File: src/hw/icache_cfg.svh
`ifndef ICACHE_CFG_SVH
`define ICACHE_CFG_SVH

// cache geometry
`define ICACHE_WAYS 4
`define ICACHE_SETS 64
`define ICACHE_LINE_WORDS 16

// opaque tag carried with every fetch
`define ICACHE_COOKIE_W 32

// address split, 32-bit pc = tag | index | offset
`define ICACHE_OFFSET_W 6
`define ICACHE_INDEX_W 6
`define ICACHE_TAG_W 20

`endif

File: src/hw/refill_bus_pkg.sv
`include "icache_cfg.svh"

package refill_bus_pkg;

    // full cache line, beat 0 in the low 32 bits
    typedef logic [`ICACHE_LINE_WORDS*32-1:0] line_t;

    typedef logic [$clog2(`ICACHE_LINE_WORDS)-1:0] beat_idx_t;

    // line read request from the controller
    typedef struct packed {
        logic [31:0] addr;     // line aligned
        logic        start;    // one-cycle strobe
    } refill_req_t;

endpackage

File: src/hw/icache_refill.sv
`include "icache_cfg.svh"

module icache_refill (
    input  logic                        clk,
    input  logic                        rst_n,
    input  refill_bus_pkg::refill_req_t refill_req,
    output logic                        r_req,
    output logic [31:0]                 r_addr,
    input  logic                        r_rdy,
    output logic                        r_data_ready,
    input  logic                        ret_valid,
    input  logic                        ret_last,
    input  logic [31:0]                 r_data_axi,
    output logic                        fill_done,
    output refill_bus_pkg::line_t       fill_line
);

    refill_bus_pkg::beat_idx_t beat_cnt;
    logic                      beat_take;

    assign beat_take = r_data_ready && ret_valid;
    assign fill_done = beat_take && ret_last;   // same edge as the last beat

    always_ff @(posedge clk) begin
        if (!rst_n) begin
            r_req        <= 1'b0;
            r_data_ready <= 1'b0;
            beat_cnt     <= '0;
        end else begin
            if (refill_req.start) begin
                r_req <= 1'b1;
            end else if (r_req && r_rdy) begin
                r_req        <= 1'b0;   // address phase done
                r_data_ready <= 1'b1;
                beat_cnt     <= '0;
            end
            if (beat_take) begin
                beat_cnt <= beat_cnt + 1'b1;
                if (ret_last) begin
                    r_data_ready <= 1'b0;
                end
            end
        end
    end

    always_ff @(posedge clk) begin
        if (refill_req.start) begin
            r_addr <= refill_req.addr;  // held until r_rdy
        end
        if (beat_take) begin
            fill_line[beat_cnt*32 +: 32] <= r_data_axi;
        end
    end

endmodule

File: config.mk
export PLATFORM = sky130hd
export DESIGN_NAME = icache_refill
export DESIGN_NICKNAME = d
export VERILOG_FILES = /design/src/hw/refill_bus_pkg.sv /design/src/hw/icache_refill.sv
export VERILOG_INCLUDE_DIRS = /design/src /design/src/hw
export SDC_FILE = /design/constraint.sdc
export NUM_CORES = 1
export LEC_CHECK = 0
export BUFFER_PORTS_ARGS = -buffer_cell sky130_fd_sc_hd__clkbuf_2
export CAP_MARGIN = 20
export CORE_AREA = 2 2 239 241
export CTS_BUF_LIST = sky130_fd_sc_hd__clkbuf_16
export DETAILED_ROUTE_END_ITERATION = 12
export DIE_AREA = 0 0 241 243
export GPL_ROUTABILITY_DRIVEN = 0
export PLACE_DENSITY = 0.63
export SLEW_MARGIN = 20
export SYNTH_ARGS = -nofsm -noshare
export SYNTH_HDL_FRONTEND = slang
export SYNTH_SLANG_ARGS = --single-unit
export TNS_END_PERCENT = 1
File: constraint.sdc
create_clock -name clk -period 8.6 [get_ports clk]
set_input_delay 1.72 -clock clk [delete_from_list [all_inputs] [get_ports clk]]
set_output_delay 1.72 -clock clk [all_outputs]
set_load 0.01 [all_outputs]
==> summary.txt <==
CP top delay family: buffers and inverters
Post-Synth XOR/XNOR Area: 0.04326%
Avg Inst Size Synth: 15.36 sq um
Fin. Hold Viols: 0
Main synth FF type: edfxtp_1
Compound-Gate Fraction of Synth Area: 0.5438%
vias in the first global route: 13.37k
synthesized flop and latch total: 550
RSZ-0062 raised after global routing: no
Tmin final: 3.936 ns
Max Cap Viol: 0
# setup viols final: 0
global-route total usage across every layer: 23.34%
post-synthesis adder-cell area fraction: 0.1854%
hold_sp: r_req
Top Usage Layer GRT: met2
Post-route DRC: 0
CTS sink cnt: 550
Layout Utilization: 46.33%
commonest non-fill, non-tap cell in the layout: clkbuf_2
cell mode on critical path: clkbuf_2
CTS tree: built
total power: 0.005567 W
post-route ant nets: 0
WP data arrival: 2.22 ns
Syn Nets: 1,391
first-pass GRT wire length: 96.97 mm
cell taking the most area after synthesis: edfxtp_1
Final nets: 1,987
Initial DRC Count: 1,302
post-synthesis mux area share: 0%
CTS buffer count: 56
clock root buffer: clkbuf_16
slowest CP cell: and3_1
hold-fix buffers at CTS: 0
Reg clk slew, reported paths: 0.06 ns
static leakage: 9.909 nW
CP bufs+invs: 2
R2R setup slack: 4.72 ns
maximum clock path buffer count: 3
Die Area: 58,560 sq um
CP Max Fanout: 6
cell count after synthesis: 1,318
Reg-to-Reg End: fill_line[40]
setup bufs post-CTS: 0
largest net degree at the start of global routing: 75
crit share post-route: 45.77%
Post-Route Skew: 0.02804 ns
worst hold stages: 2
Hold WC Path Type: reg -> reg
Area Growth Syn to Fin: 28.03%
final WL: 70.33 mm
Clk Latency, worst-skew pair: 0.62 ns
port bufs: 616
final instance area: 25,920 sq um
Resized cells post-CTS: 0
crit-path max cell delay: 0.19 ns
Synth cell types: 37
worst hold endpoint: r_req
wire per inst: 25.90 microns
DP Area: 24,030 sq um
critical path type: in -> out
Fmax: 254.1 MHz
Pwr Density: 214.8 nW/um^2
Post-Place Cells: 2,611
Ys Warns: 0
core area: 55,950 sq um
Simple-Gate Fraction of Synth Area: 14.83%
Max H-tree Level: 2
critical path cell sequence: clkbuf_2, and3_1, clkbuf_2
Worst-Margin Slew: 1.112 ns
number of enable flip-flop cells after synthesis: 544
M3 GR Usage: 5.186%
required time worst endpoint: 6.88 ns
status: completed
sequential area share after synthesis: 81.28%
Vias/cell: 5.086
First-pass DRT Iterations: 6
final slew viol count: 0
post-synthesis instance area: 20,250 sq um
most frequent cells in the layout: clkbuf_2 (616), edfxtp_1 (544), nor2_1 (258)
met2 GRT Util: 38.70%
via count: 13.81k
Die Ht: 243 microns
Sum Neg Setup Slack: 0 ns
grt met1 use: 29.64%
VDD IR max: 0.1576 mV
Post-synth ARST share: 0%
row cnt: 87
crit start category: input pin
initial core utilization: 36.18%
Non-Filler Instances: 2,715
io pins: 617
die width: 241 microns
Antenna diodes: 0
gr ovfl total: 0
Worst slew margin: 25.72%
layout cells sized above 1: 40.48%
Yosys top cell area share: 80.69%
RR Startpoint: beat_cnt[0]
initial antenna violation count: 0
dominant combinational cell family by area after synthesis: simple AND/OR/NAND/NOR gates
Worst R2R Path Depth: 6
CP endpoint kind: output pin
largest cells by area after synthesis: edfxtp_1 (81%), nor2_1 (4.9%), nor3_1 (4.5%)
hpwl dp: 48.20 mm
registers in the layout, indices dropped and copies added (netlist names):
name	cells
fill_line	512
r_addr	32
beat_cnt	4
r_data_ready	1
r_req	1
through the flow:
stage,worst slack (ns),hold slack (ns)
4_1_cts,4.640,0.5333
5_1_grt,4.410,0.5694
3_5_place_dp,4.386,0.5181
3_3_place_gp,4.481,0.5085
2_1_floorplan,3.698,0.5272
6_report,4.664,0.5322
how the worst max path moves through the flow:
stage | cells after the start | from | to | slack [ns]
floorplan | 3 | ret_valid | fill_line[192] | 3.70
global placement | 5 | ret_valid | fill_line[83] | 4.48
detailed placement | 5 | ret_valid | fill_line[74] | 4.39
CTS | 6 | beat_cnt[0] | fill_line[101] | 4.64
global route | 6 | beat_cnt[0] | fill_line[40] | 4.41
finish | 3 | ret_valid | fill_done | 4.66
routing by layer:
| metal | part of all wire [%] | wire [microns] |
|---|---|---|
| met1 | 37 | 26340 |
| met2 | 49 | 34800 |
| met3 | 9.1 | 6386 |
| met4 | 4.0 | 2811 |
| met5 | 0 | 0 |
cell usage after synthesis, types with 2 or more instances:
master and count:
a211o_1 2, a211oi_1 2, a31oi_1 2, and2_1 33, and3_1 2, buf_1 12, buf_2 33, buf_6 12
clkbuf_1 36, dfxtp_1 6, edfxtp_1 544, ha_1 3, inv_1 38, nand2_1 67, nand2b_1 2, nand3_1 3
nand3b_1 2, nand4_1 2, nor2_1 266, nor3_1 182, nor3_2 51, or3_1 3
worst register-to-register path, cell delays in order, from the launching register on:
cell and delay [ns]:
dfxtp_1 0.62, inv_1 0.11, ha_1 0.29, xnor2_1 0.42, nand2_4 0.50, buf_4 0.58
nor2_4 0.94
logic make-up after synthesis:
logic type,Yosys count
simple gates,618
flops,550
buf+inv,132
compound gates,14
fa+ha+maj,3
xor+xnor,1
cell type report:
type                            count  area, sq um
Clock buffer                       56         1401
Clock inverter                     47        462.9
Fill cell                        5064        30030
Inverter                           38        142.6
Multi-Input combinational cell    636         3296
Sequential cell                   550        16460
Tap cell                          756        945.9
Timing Repair Buffer              632         3216
report_power, final:
group | switching (W) | leakage, nW | internal (W)
clock | 0.00106 | 0.939 | 0.00143
sequential | 0.00000576 | 5.69 | 0.00292
combinational | 0.000109 | 3.28 | 0.0000326
(Power assumes the default switching activity.)
