**src/hw/icache_cfg.svh**
```systemverilog
`ifndef ICACHE_CFG_SVH
`define ICACHE_CFG_SVH

// cache geometry
`define ICACHE_WAYS 4
`define ICACHE_SETS 64
`define ICACHE_LINE_WORDS 16

// opaque tag carried with every fetch
`define ICACHE_COOKIE_W 32

// address split, 32-bit pc = tag | index | offset
`define ICACHE_OFFSET_W 6
`define ICACHE_INDEX_W 6
`define ICACHE_TAG_W 20

`endif

```
**src/hw/icache_pkg.sv**
```systemverilog
`include "icache_cfg.svh"

package icache_pkg;

    // one fetch from the cpu
    typedef struct packed {
        logic [31:0]                   pc;
        logic [`ICACHE_COOKIE_W-1:0]   cookie;
    } icache_req_t;

    // what goes back to the cpu with data_valid
    typedef struct packed {
        logic [63:0]                   data;   // two instructions
        logic [31:0]                   pc;
        logic [`ICACHE_COOKIE_W-1:0]   cookie;
    } icache_resp_t;

    typedef enum logic [2:0] {
        IDLE,       // waiting for a fetch
        LOOKUP,     // tags and data out of the stores
        MISS,       // line read issued to memory
        REFILL,     // collecting beats
        REPLACE     // line and tag written, response sent
    } ctrl_state_e;

endpackage

```
**src/hw/refill_bus_pkg.sv**
```systemverilog
`include "icache_cfg.svh"

package refill_bus_pkg;

    // full cache line, beat 0 in the low 32 bits
    typedef logic [`ICACHE_LINE_WORDS*32-1:0] line_t;

    typedef logic [$clog2(`ICACHE_LINE_WORDS)-1:0] beat_idx_t;

    // line read request from the controller
    typedef struct packed {
        logic [31:0] addr;     // line aligned
        logic        start;    // one-cycle strobe
    } refill_req_t;

endpackage

```
**src/hw/icache_ctrl.sv**
```systemverilog
`include "icache_cfg.svh"

module icache_ctrl (
    input  logic                        clk,
    input  logic                        rst_n,
    input  logic                        valid,
    input  icache_pkg::icache_req_t     req_in,
    output logic                        req_ready,
    input  logic                        hit,
    input  logic [`ICACHE_WAYS-1:0]     hit_way,
    input  logic [`ICACHE_WAYS-1:0]     victim_way,
    input  logic                        fill_done,
    output icache_pkg::icache_req_t     req_buf,
    output refill_bus_pkg::refill_req_t refill_req,
    output logic [`ICACHE_WAYS-1:0]     tag_we,
    output logic [`ICACHE_WAYS-1:0]     data_we,
    output logic                        lru_touch,
    output logic [`ICACHE_WAYS-1:0]     touch_way,
    output logic                        resp_load,
    output logic                        resp_from_fill
);

    icache_pkg::ctrl_state_e state, state_nxt;
    logic [`ICACHE_WAYS-1:0] victim_buf;
    logic lookup_hit, lookup_miss, in_replace, accept;

    assign lookup_hit  = (state == icache_pkg::LOOKUP) && hit;
    assign lookup_miss = (state == icache_pkg::LOOKUP) && !hit;
    assign in_replace  = (state == icache_pkg::REPLACE);

    assign req_ready = (state == icache_pkg::IDLE) || lookup_hit;  // hits pipeline
    assign accept    = valid && req_ready;

    always_comb begin
        state_nxt = state;
        unique case (state)
            icache_pkg::IDLE: begin
                if (valid) begin
                    state_nxt = icache_pkg::LOOKUP;
                end
            end
            icache_pkg::LOOKUP: begin
                if (!hit) begin
                    state_nxt = icache_pkg::MISS;
                end else if (!valid) begin
                    state_nxt = icache_pkg::IDLE;   // else next fetch in lookup
                end
            end
            icache_pkg::MISS:    state_nxt = icache_pkg::REFILL;
            icache_pkg::REFILL: begin
                if (fill_done) begin
                    state_nxt = icache_pkg::REPLACE;
                end
            end
            icache_pkg::REPLACE: state_nxt = icache_pkg::IDLE;
            default:             state_nxt = icache_pkg::IDLE;
        endcase
    end

    always_ff @(posedge clk) begin
        if (!rst_n) begin
            state <= icache_pkg::IDLE;
        end else begin
            state <= state_nxt;
        end
    end

    always_ff @(posedge clk) begin
        if (accept) begin
            req_buf <= req_in;
        end
        if (lookup_miss) begin
            victim_buf <= victim_way;   // ages may move before replace
        end
    end

    // r_req rises as the fsm enters MISS
    assign refill_req.start = lookup_miss;
    assign refill_req.addr  = {req_buf.pc[31:`ICACHE_OFFSET_W], {`ICACHE_OFFSET_W{1'b0}}};

    assign tag_we  = in_replace ? victim_buf : '0;
    assign data_we = in_replace ? victim_buf : '0;

    assign lru_touch = lookup_hit || in_replace;
    assign touch_way = in_replace ? victim_buf : hit_way;

    assign resp_load      = lookup_hit || in_replace;
    assign resp_from_fill = in_replace;

endmodule

```
**config.mk**
```make
export PLATFORM = sky130hd
export DESIGN_NAME = icache_ctrl
export DESIGN_NICKNAME = d
export VERILOG_FILES = /design/src/hw/icache_pkg.sv /design/src/hw/refill_bus_pkg.sv /design/src/hw/icache_ctrl.sv
export VERILOG_INCLUDE_DIRS = /design/src /design/src/hw
export SDC_FILE = /design/constraint.sdc
export NUM_CORES = 1
export LEC_CHECK = 0
export BUFFER_PORTS_ARGS = -buffer_cell sky130_fd_sc_hd__buf_2
export CORE_ASPECT_RATIO = 0.6
export CORE_MARGIN = 5
export CORE_UTILIZATION = 43
export CTS_CLUSTER_DIAMETER = 30
export DETAILED_ROUTE_END_ITERATION = 8
export HOLD_SLACK_MARGIN = 0.06
export PLACE_DENSITY_LB_ADDON = 0.05
export SLEW_MARGIN = 10
export SYNTH_ARGS = -nofsm -noshare
export SYNTH_HDL_FRONTEND = slang
export SYNTH_SLANG_ARGS = --single-unit
```
**constraint.sdc**
```tcl
create_clock -name clk -period 5.2 [get_ports clk]
set_clock_uncertainty 0.2 [all_clocks]
set_input_delay 0.78 -clock clk [delete_from_list [all_inputs] [get_ports clk]]
set_output_delay 0.78 -clock clk [all_outputs]
set_load 0.03 [all_outputs]
```
==> impl_metrics.json, run 1 <==
{
  "status": "finished, final reports clean",
  "ys_warn_count": 0,
  "hold_path.class": "in2reg",
  "clockRootBuffer": "clkbuf_8",
  "slowest_delay_ps": 520,
  "dieArea_um2": 7680,
  "num-nets-final": 373,
  "grt_start_max_net_pins": 48,
  "leakagePower_nw": 1.59,
  "drv_slew": 0,
  "synthSimpleGateAreaFrac_pct": 4.33,
  "path_common_cell": "buf_2",
  "core.rowCount": 21,
  "worstPathMaxFanout": 5,
  "synth_top_cells_by_count": "edfxtp_1, buf_4, mux2_2",
  "ys_ff_latch": 71,
  "hold_violations": 0,
  "rsz0062_at_grt": "no",
  "multiInputGateArea_um2": 201,
  "yosys.area_share.xor_xnor_pct": 0,
  "wirelength_um": 5900,
  "drc": 0,
  "relSlewSlack_pct": 29.8,
  "io_pins": 190,
  "synthesis.area_um2": 2570,
  "cp_cell_sequence": "buf_2, nand2b_1, nor3_1, buf_2",
  "antenna_found_initial": 0,
  "cts_buffers": 9,
  "drt-initial-drc-count": 35,
  "clk_pin_slew_worst_paths_ps": 70,
  "max_slew.worst_pin.slew_ps": 1050,
  "yosys.area.top_type_share_pct": 79.3,
  "worst_hold_slack_ps": 414,
  "regArea_um2": 2100,
  "wl_per_cell_um": 15.5,
  "vdd_drop_max_uv": 228,
  "synth.avg_cell_area_um2": 19.1,
  "max_freq_mhz": 349,
  "start_kind": "primary input",
  "synth-main-ff-cell": "edfxtp_1",
  "fin_cells": 381,
  "grt_pass1_wl_um": 8250,
  "cp.arrival_ps": 1880,
  "worst_setup_path_end_kind": "output port",
  "cp-startpoint": "hit",
  "cts_tree": "yes",
  "tns_ps": 0,
  "coreArea_um2": 5700,
  "setup.worst_path.class": "in2out",
  "synth_seq_area_share_pct": 81.7,
  "grt_pass1_vias": 1564,
  "async_flop_share_pct": 0,
  "dp_cells": 365,
  "hp-start": "req_in[27]",
  "yosysMostFrequentCell": "edfxtp_1",
  "die_w_um": 110,
  "vias_per_cell": 4.18,
  "drt_pass1_iterations": 4,
  "slowest_stage": "nor3_1",
  "gr-usage-all-layers_pct": 14.8,
  "synth_edf_count": 68,
  "synthCells": 135,
  "period_share_pct": 55.1,
  "gp_congestion": 0.748,
  "synth_fa_ha_area_share_pct": 0,
  "grt_overflow_total": 0,
  "postCtsSetupBuffers": 0,
  "htreeDepth": 3,
  "cts_resized": 0,
  "num_vias": 1591,
  "port_buffers": 183,
  "yosys.cell_types.count": 18,
  "maxCapViolations": 0,
  "post-route-min-period_ps": 2860,
  "die_h_um": 69.9,
  "cts.sinks": 71,
  "synth_mux_area_share_pct": 2.19,
  "diodes": 0,
  "drive_above_1_share_pct": 69.8,
  "synth_area_leaders": "edfxtp_1, buf_4, dfxtp_1, mux2_2, and2_2",
  "initial_core_util_pct": 45.1,
  "cellPowerDensity_nw_per_um2": 373,
  "drt.antenna.violating_nets": 0,
  "clock_path_buffers": 2,
  "dpl.hpwl_um": 4750,
  "ctsHoldBuffers": 0,
  "finalSetupViolCount": 0,
  "reg2reg_slack_ps": 2670,
  "insertion_delay_ps": 330,
  "worstReg2RegStart": "state[0]",
  "area_delta_synth_final_pct": 36.6,
  "yosysTopAreaCell": "edfxtp_1",
  "worstPathRequired_ps": 4220,
  "synth_top_family_by_area": "buffers and inverters",
  "synth-compound-area-share_pct": 0.389,
  "fillCellCount": 483
}
## through the flow
step                      util, %  power, mW  instance area, um^2  worst slack [ps]
after floorplan                 -      0.857                 2590              1430
after global placement       58.3      0.915                 3330              2260
after detailed placement     58.3      0.917                 3330              2240
after CTS                    61.6       1.33                 3510              2310
after global routing         61.6       1.37                 3510              2240
final                        61.6       1.31                 3510              2340
## metal layers
metal,GRT usage (%),wire length (um),vias up
met3,8.84,859,10
met4,6.36,109,0
met2,24.4,2890,105
met1,15.0,2040,709
met5,0,0,-
li1,-,-,767
## cell families (layout without fill, tap and decap cells)
logic type | count (synthesis) | count (layout)
AND/OR/NAND/NOR | 17 | 17
other | 1 | 6
multiplexers | 5 | 5
flip-flops | 71 | 71
buffers and inverters | 39 | 200
AO/OA/AOI/OAI | 2 | 2
## cells in the final DEF (no fill, tap or decap), drive strengths merged, types with 3 or more instances in the layout
master	Yosys	final
nor2	3	3
edfxtp	68	68
mux2	5	5
clkinv	0	4
buf	38	184
conb	1	6
clkbuf	1	9
dfxtp	3	3
and2	5	5
## sequential cells by signal (all words and copies together), names as in the netlist
register,count
refill_req,26
req_buf,38
state,3
victim_buf,4
## worst max-delay path: cells and delay by family
kind / cells / cell delay [ps]
simple gates: 2 / 670
buf+inv: 2 / 430
## worst paths after layout
| path | depth (start not counted) | endpoint |
|---|---|---|
| hold / removal | 1 | req_buf[27] |
| setup / recovery | 4 | refill_req[0] |
| setup reg to reg | 4 | req_buf[12] |
| hold reg to reg | 2 | state[2] |
## area by class of cell
type                    count  share of cell area, %
clock buffers               9                   3.52
clock inverters             7                   1.82
multi-input cells          30                   5.73
flip-flops and latches     71                   59.8
well taps                  80                   2.85
repair buffers            184                   26.3
## report_power, final
group	internal, mW	leakage, nW	switching [mW]
Clock	0.217	0.0924	0.194
Sequential	0.674	0.676	0.0134
Combinational	0.0578	0.825	0.156
Total	0.949	1.59	0.363
Note: power is estimated with default switching activity, not from simulation.
==> run 2, diff against run 1 <==
--- a/config.mk
+++ b/config.mk
@@ -6,10 +6,11 @@
 export SDC_FILE = /design/constraint.sdc
 export NUM_CORES = 1
 export LEC_CHECK = 0
+export ABC_AREA = 1
 export BUFFER_PORTS_ARGS = -buffer_cell sky130_fd_sc_hd__buf_2
 export CORE_ASPECT_RATIO = 0.6
 export CORE_MARGIN = 5
-export CORE_UTILIZATION = 43
+export CORE_UTILIZATION = 36
 export CTS_CLUSTER_DIAMETER = 30
 export DETAILED_ROUTE_END_ITERATION = 8
 export HOLD_SLACK_MARGIN = 0.06
==> constraint.sdc (replaced) <==
create_clock -name clk -period 2.42 [get_ports clk]
set_clock_uncertainty 0.2 [all_clocks]
set_input_delay 0.363 -clock clk [delete_from_list [all_inputs] [get_ports clk]]
set_output_delay 0.363 -clock clk [all_outputs]
set_load 0.03 [all_outputs]
==> impl_metrics.json, run 2 <==
{
  "worstPathMaxFanout": 14,
  "ys_ff_latch": 71,
  "fillCellCount": 559,
  "insertion_delay_ps": 320,
  "regArea_um2": 2100,
  "dieArea_um2": 9250,
  "grt_overflow_total": 0,
  "status": "finished, final reports clean",
  "clock_path_buffers": 2,
  "gr-usage-all-layers_pct": 14.6,
  "cellPowerDensity_nw_per_um2": 777,
  "diodes": 0,
  "layout_common_cells": "buf_2, dlygate4sd3_1, edfxtp_1",
  "drt_pass1_iterations": 4,
  "wirelength_um": 6870,
  "die_w_um": 121,
  "leakagePower_nw": 2.05,
  "ys_warn_count": 0,
  "period_share_pct": 87.2,
  "synth_area_leaders": "edfxtp_1, buf_4, dfxtp_1, nand2_1, inv_1",
  "synth_top_family_by_area": "buffers and inverters",
  "vdd_drop_max_uv": 433,
  "drv_slew": 0,
  "reg2reg_slack_ps": 530,
  "synth_top_cells_by_count": "edfxtp_1, buf_4, nand2_1",
  "antenna_found_initial": 0,
  "die_h_um": 76.5,
  "cp.arrival_ps": 1550,
  "clk_pin_slew_worst_paths_ps": 50,
  "dpl.hpwl_um": 4780,
  "cts_resized": 0,
  "core.rowCount": 24,
  "num-nets-final": 470,
  "synth_edf_count": 68,
  "tns_ps": 0,
  "hold_violations": 0,
  "async_flop_share_pct": 0,
  "synthCells": 163,
  "grt_pass1_vias": 2053,
  "htreeDepth": 3,
  "port_buffers": 183,
  "synth_mux_area_share_pct": 0,
  "cts_buffers": 9,
  "drt.antenna.violating_nets": 0,
  "cts.sinks": 71,
  "largest_reg_flops": 38,
  "layout_commonest_cell": "buf_2",
  "yosys.area.top_type_share_pct": 76.9,
  "max_freq_mhz": 474,
  "post-route-min-period_ps": 2110,
  "synth-compound-area-share_pct": 1.51,
  "ctsHoldBuffers": 68,
  "cts_tree": "yes",
  "maxCapViolations": 0,
  "finalSetupViolCount": 0,
  "yosysTopAreaCell": "edfxtp_1",
  "synth.avg_cell_area_um2": 16.3,
  "worstPathRequired_ps": 1860,
  "io_pins": 190,
  "power_mw": 3.43,
  "gp_congestion": 0.781,
  "area_delta_synth_final_pct": 66.0,
  "num_vias": 1981,
  "hold_path.class": "in2reg",
  "drc": 0,
  "synthSimpleGateAreaFrac_pct": 5.89,
  "drt-initial-drc-count": 63,
  "worst_setup_path_end_kind": "output port",
  "synth_seq_area_share_pct": 79.2,
  "clockRootBuffer": "clkbuf_16",
  "regMostFlops": "req_buf",
  "postCtsSetupBuffers": 0,
  "yosys.area_share.xor_xnor_pct": 0,
  "synth-main-ff-cell": "edfxtp_1",
  "rsz0062_at_grt": "no",
  "grt_start_max_net_pins": 33,
  "coreArea_um2": 7210,
  "multiInputGateArea_um2": 230,
  "start_kind": "flop",
  "initial_core_util_pct": 36.8,
  "synthesis.area_um2": 2660,
  "yosys.cell_types.count": 15,
  "synth_fa_ha_area_share_pct": 0,
  "grt_pass1_wl_um": 10200,
  "wl_per_cell_um": 14.0,
  "vias_per_cell": 4.05,
  "yosysMostFrequentCell": "edfxtp_1",
  "setup.worst_path.class": "reg2out",
  "drive_above_1_share_pct": 52.5
}
## run 2: cell types whose count changed after synthesis, moves of 2 or more
cell,delta
and2_2,-4
mux2_2,-5
nor3_1,-2
o21ai_2,+4
nor2_1,+6
nand2_1,+14
inv_1,+14
nand3_2,+3
nor3_2,+2
nand2b_1,-2
## run 2: report_power, final
group,internal [mW],total [mW],switching [mW]
clock network,0.782,1.22,0.436
registers,1.48,1.51,0.0331
logic,0.231,0.695,0.464
total,2.49,3.43,0.933
## run 2: kinds of logic after synthesis
group | after synthesis
buffers and inverters | 54
DFF | 71
AOI/OAI and AO/OA | 5
and+or+nand+nor | 32
other | 1
## run 2: stage by stage
step	cells	hold slack (ps)	worst slack, ps	cell area (um^2)	util (%)
2_1_floorplan	168	261	2.33	2690	-
3_3_place_gp	405	339	530	3450	47.8
3_5_place_dp	405	341	505	3450	47.8
4_1_cts	489	63.7	307	4410	61.1
5_1_grt	489	83.3	177	4410	61.1
6_report	489	70.9	309	4410	61.1
## run 2: worst max-delay path: stages, from the launching register on
cell and delay (ps):
dfxtp_1 330, inv_1 150, nand3_2 290, nor2_1 230
buf_2 230
## run 2: final timing paths
| path | endpoint | from | depth (start not counted) |
|---|---|---|---|
| max | data_we[0] | state[1] | 4 |
| min | state[1] | rst_n | 3 |
| max reg2reg | refill_req[16] | state[0] | 5 |
| min reg2reg | state[2] | state[0] | 4 |
## run 2: layout make-up
class / count / area share, %
clock buffer: 10 / 5.20
clock inverter: 6 / 1.16
inverter: 15 / 1.28
multi-input combinational: 43 / 5.22
sequential: 71 / 47.7
tap: 91 / 2.58
timing repair buffer: 253 / 36.9
## run 2: routing by layer
layer / part of all wire [%] / track usage (%) / up-vias / wire length, um
li1: - / - / 976 / -
met5: 0 / 0 / - / 0
met1: 37 / 15.1 / 894 / 2520
met4: 1.0 / 4.52 / 0 / 71
met3: 10 / 7.86 / 7 / 718
met2: 52 / 25.5 / 104 / 3560
==> run 3, diff against run 2 <==
--- a/config.mk
+++ b/config.mk
@@ -7,12 +7,12 @@
 export NUM_CORES = 1
 export LEC_CHECK = 0
 export ABC_AREA = 1
-export BUFFER_PORTS_ARGS = -buffer_cell sky130_fd_sc_hd__buf_2
 export CORE_ASPECT_RATIO = 0.6
 export CORE_MARGIN = 5
-export CORE_UTILIZATION = 36
+export CORE_UTILIZATION = 55
 export CTS_CLUSTER_DIAMETER = 30
 export DETAILED_ROUTE_END_ITERATION = 8
+export DONT_BUFFER_PORTS = 1
 export HOLD_SLACK_MARGIN = 0.06
 export PLACE_DENSITY_LB_ADDON = 0.05
 export SLEW_MARGIN = 10
==> impl_metrics.json, run 3 (synthesized netlist as in run 2, its figures left out) <==
{
  "status": "finished, final reports clean",
  "cp.arrival_ps": 1670,
  "layout_common_cells": "dlygate4sd3_1, edfxtp_1, nand2_1",
  "switching_share_pct": 27.9,
  "maxCapViolations": 0,
  "post-route-min-period_ps": 2230,
  "antenna_found_initial": 0,
  "gr-usage-all-layers_pct": 17.9,
  "cp_cell_sequence": "inv_1, nand3_2, nand2_1",
  "worstReg2RegStart": "state[0]",
  "core.rowCount": 19,
  "cts_resized": 0,
  "drive_above_1_share_pct": 15.1,
  "cp-startpoint": "state[1]",
  "reg2reg_slack_ps": 560,
  "finalSetupViolCount": 0,
  "num-nets-final": 291,
  "setup.worst_path.class": "reg2out",
  "critical_path_buf_inv_count": 1,
  "insertion_delay_ps": 330,
  "grt_pass1_wl_um": 8290,
  "area_delta_synth_final_pct": 30.0,
  "num_vias": 1373,
  "crit_family": "simple AND/OR/NAND/NOR gates",
  "postCtsSetupBuffers": 0,
  "htreeDepth": 3,
  "clk_pin_slew_worst_paths_ps": 70,
  "die_h_um": 63.8,
  "regMostFlops": "req_buf",
  "worst_setup_path_end_kind": "output port",
  "drc": 0,
  "wirelength_um": 5730,
  "dieArea_um2": 6360,
  "coreArea_um2": 4610,
  "crit_end": "resp_load",
  "worstPathMaxFanout": 14,
  "hold_path.class": "in2reg",
  "largest_reg_flops": 38,
  "max_freq_mhz": 448,
  "worstPathRequired_ps": 1860,
  "diodes": 0,
  "io_pins": 190,
  "vias_per_cell": 4.87,
  "port_buffers": 0,
  "initial_core_util_pct": 57.6,
  "grt.met3_usage_pct": 12.4,
  "globalRouteMet1Util_pct": 16.4,
  "layout_commonest_cell": "dlygate4sd3_1",
  "drt_pass1_iterations": 4,
  "max_slew.worst_pin.slew_ps": 578,
  "fin_util_pct": 74.9,
  "drv_slew": 0,
  "vdd_drop_max_uv": 618,
  "cts.sinks": 71,
  "gr-usage-met2_pct": 32.2,
  "grt_start_max_net_pins": 65,
  "fillCellCount": 303,
  "leakagePower_nw": 1.32,
  "drt-initial-drc-count": 63,
  "seqPwrFrac_pct": 57.0,
  "power.switching_mw": 0.880,
  "relSlewSlack_pct": 61.5,
  "cts_tree": "yes",
  "slowest_stage": "nand2_1",
  "p_int_mw": 2.27,
  "drt.antenna.violating_nets": 0,
  "hold_violations": 0,
  "p_comb_share_pct": 7.6,
  "dpl.hpwl_um": 3910,
  "start_kind": "flop",
  "wl_per_cell_um": 20.3,
  "slowest_delay_ps": 540,
  "rr_endpoint": "req_buf[0]",
  "busiest_layer": "met2",
  "cellPowerDensity_nw_per_um2": 913,
  "clkPwrFrac_pct": 35.4,
  "tns_ps": 0,
  "die_w_um": 99.7,
  "cts_buffers": 9,
  "grt_overflow_total": 0,
  "grt_pass1_vias": 1476,
  "rsz0062_at_grt": "no",
  "clockRootBuffer": "clkbuf_8",
  "period_share_pct": 92.3,
  "clock_path_buffers": 2,
  "rr_worst_depth": 5,
  "worst-path-stages": 3,
  "power_mw": 3.15,
  "gp_congestion": 0.710
}
-- run 3: power by group through the flow --
stage          logic (mW)  registers, mW  clock network (mW)
6_report            0.240           1.80                1.12
5_1_grt             0.257           1.81                1.21
4_1_cts             0.241           1.80                1.14
3_5_place_dp        0.150           1.82                   0
3_3_place_gp        0.145           1.82                   0
2_1_floorplan       0.255           1.73                   0
-- run 3: layer usage --
metal | vias up | routed length (um)
li1 | 615 | -
met1 | 659 | 1940
met2 | 95 | 3090
met3 | 4 | 662
met4 | 0 | 31
met5 | - | 0
-- run 3: how the worst min path moves through the flow --
stage,startpoint,end,slack [ps],depth (start not counted)
floorplan,rst_n,state[1],260,2
global placement,req_in[43],refill_req[12],260,0
detailed placement,req_in[1],req_buf[1],260,0
CTS,hit,state[1],90,5
global route,hit,state[1],120,5
finish,hit,state[1],110,5
-- run 3: final cells by class --
| type | count | area, um^2 | area share, % |
|---|---|---|---|
| repair buffers | 74 | 741 | 21.5 |
| clock buffers | 9 | 124 | 3.59 |
| clock inverters | 7 | 120 | 3.48 |
| multi-input cells | 43 | 230 | 6.67 |
| well taps | 63 | 78.8 | 2.28 |
| inverters | 15 | 56.3 | 1.63 |
| flip-flops and latches | 71 | 2100 | 60.9 |
-- run 3: worst reg2reg max path: cells and delay by family (launching register included) --
family / cells / cell delay (ps)
buf+inv: 2 / 420
simple gates: 2 / 300
flops: 1 / 370
compound gates: 1 / 200
-- run 3: metrics by stage --
step / hold WS (ps) / cell area (um^2) / worst slack, ps / instances
2_1_floorplan: 261 / 2690 / 2.33 / 168
3_3_place_gp: 262 / 2520 / 623 / 197
3_5_place_dp: 262 / 2520 / 562 / 197
4_1_cts: 91.6 / 3450 / 176 / 282
5_1_grt: 118 / 3450 / 52.9 / 282
6_report: 108 / 3450 / 186 / 282
-- run 3: what timing repair did --
item | 4_1_cts | 5_1_grt
hold buffers | 69 | 0
endpoints found under the hold margin | 71 | 0
setup endpoints to repair | 0 | 0
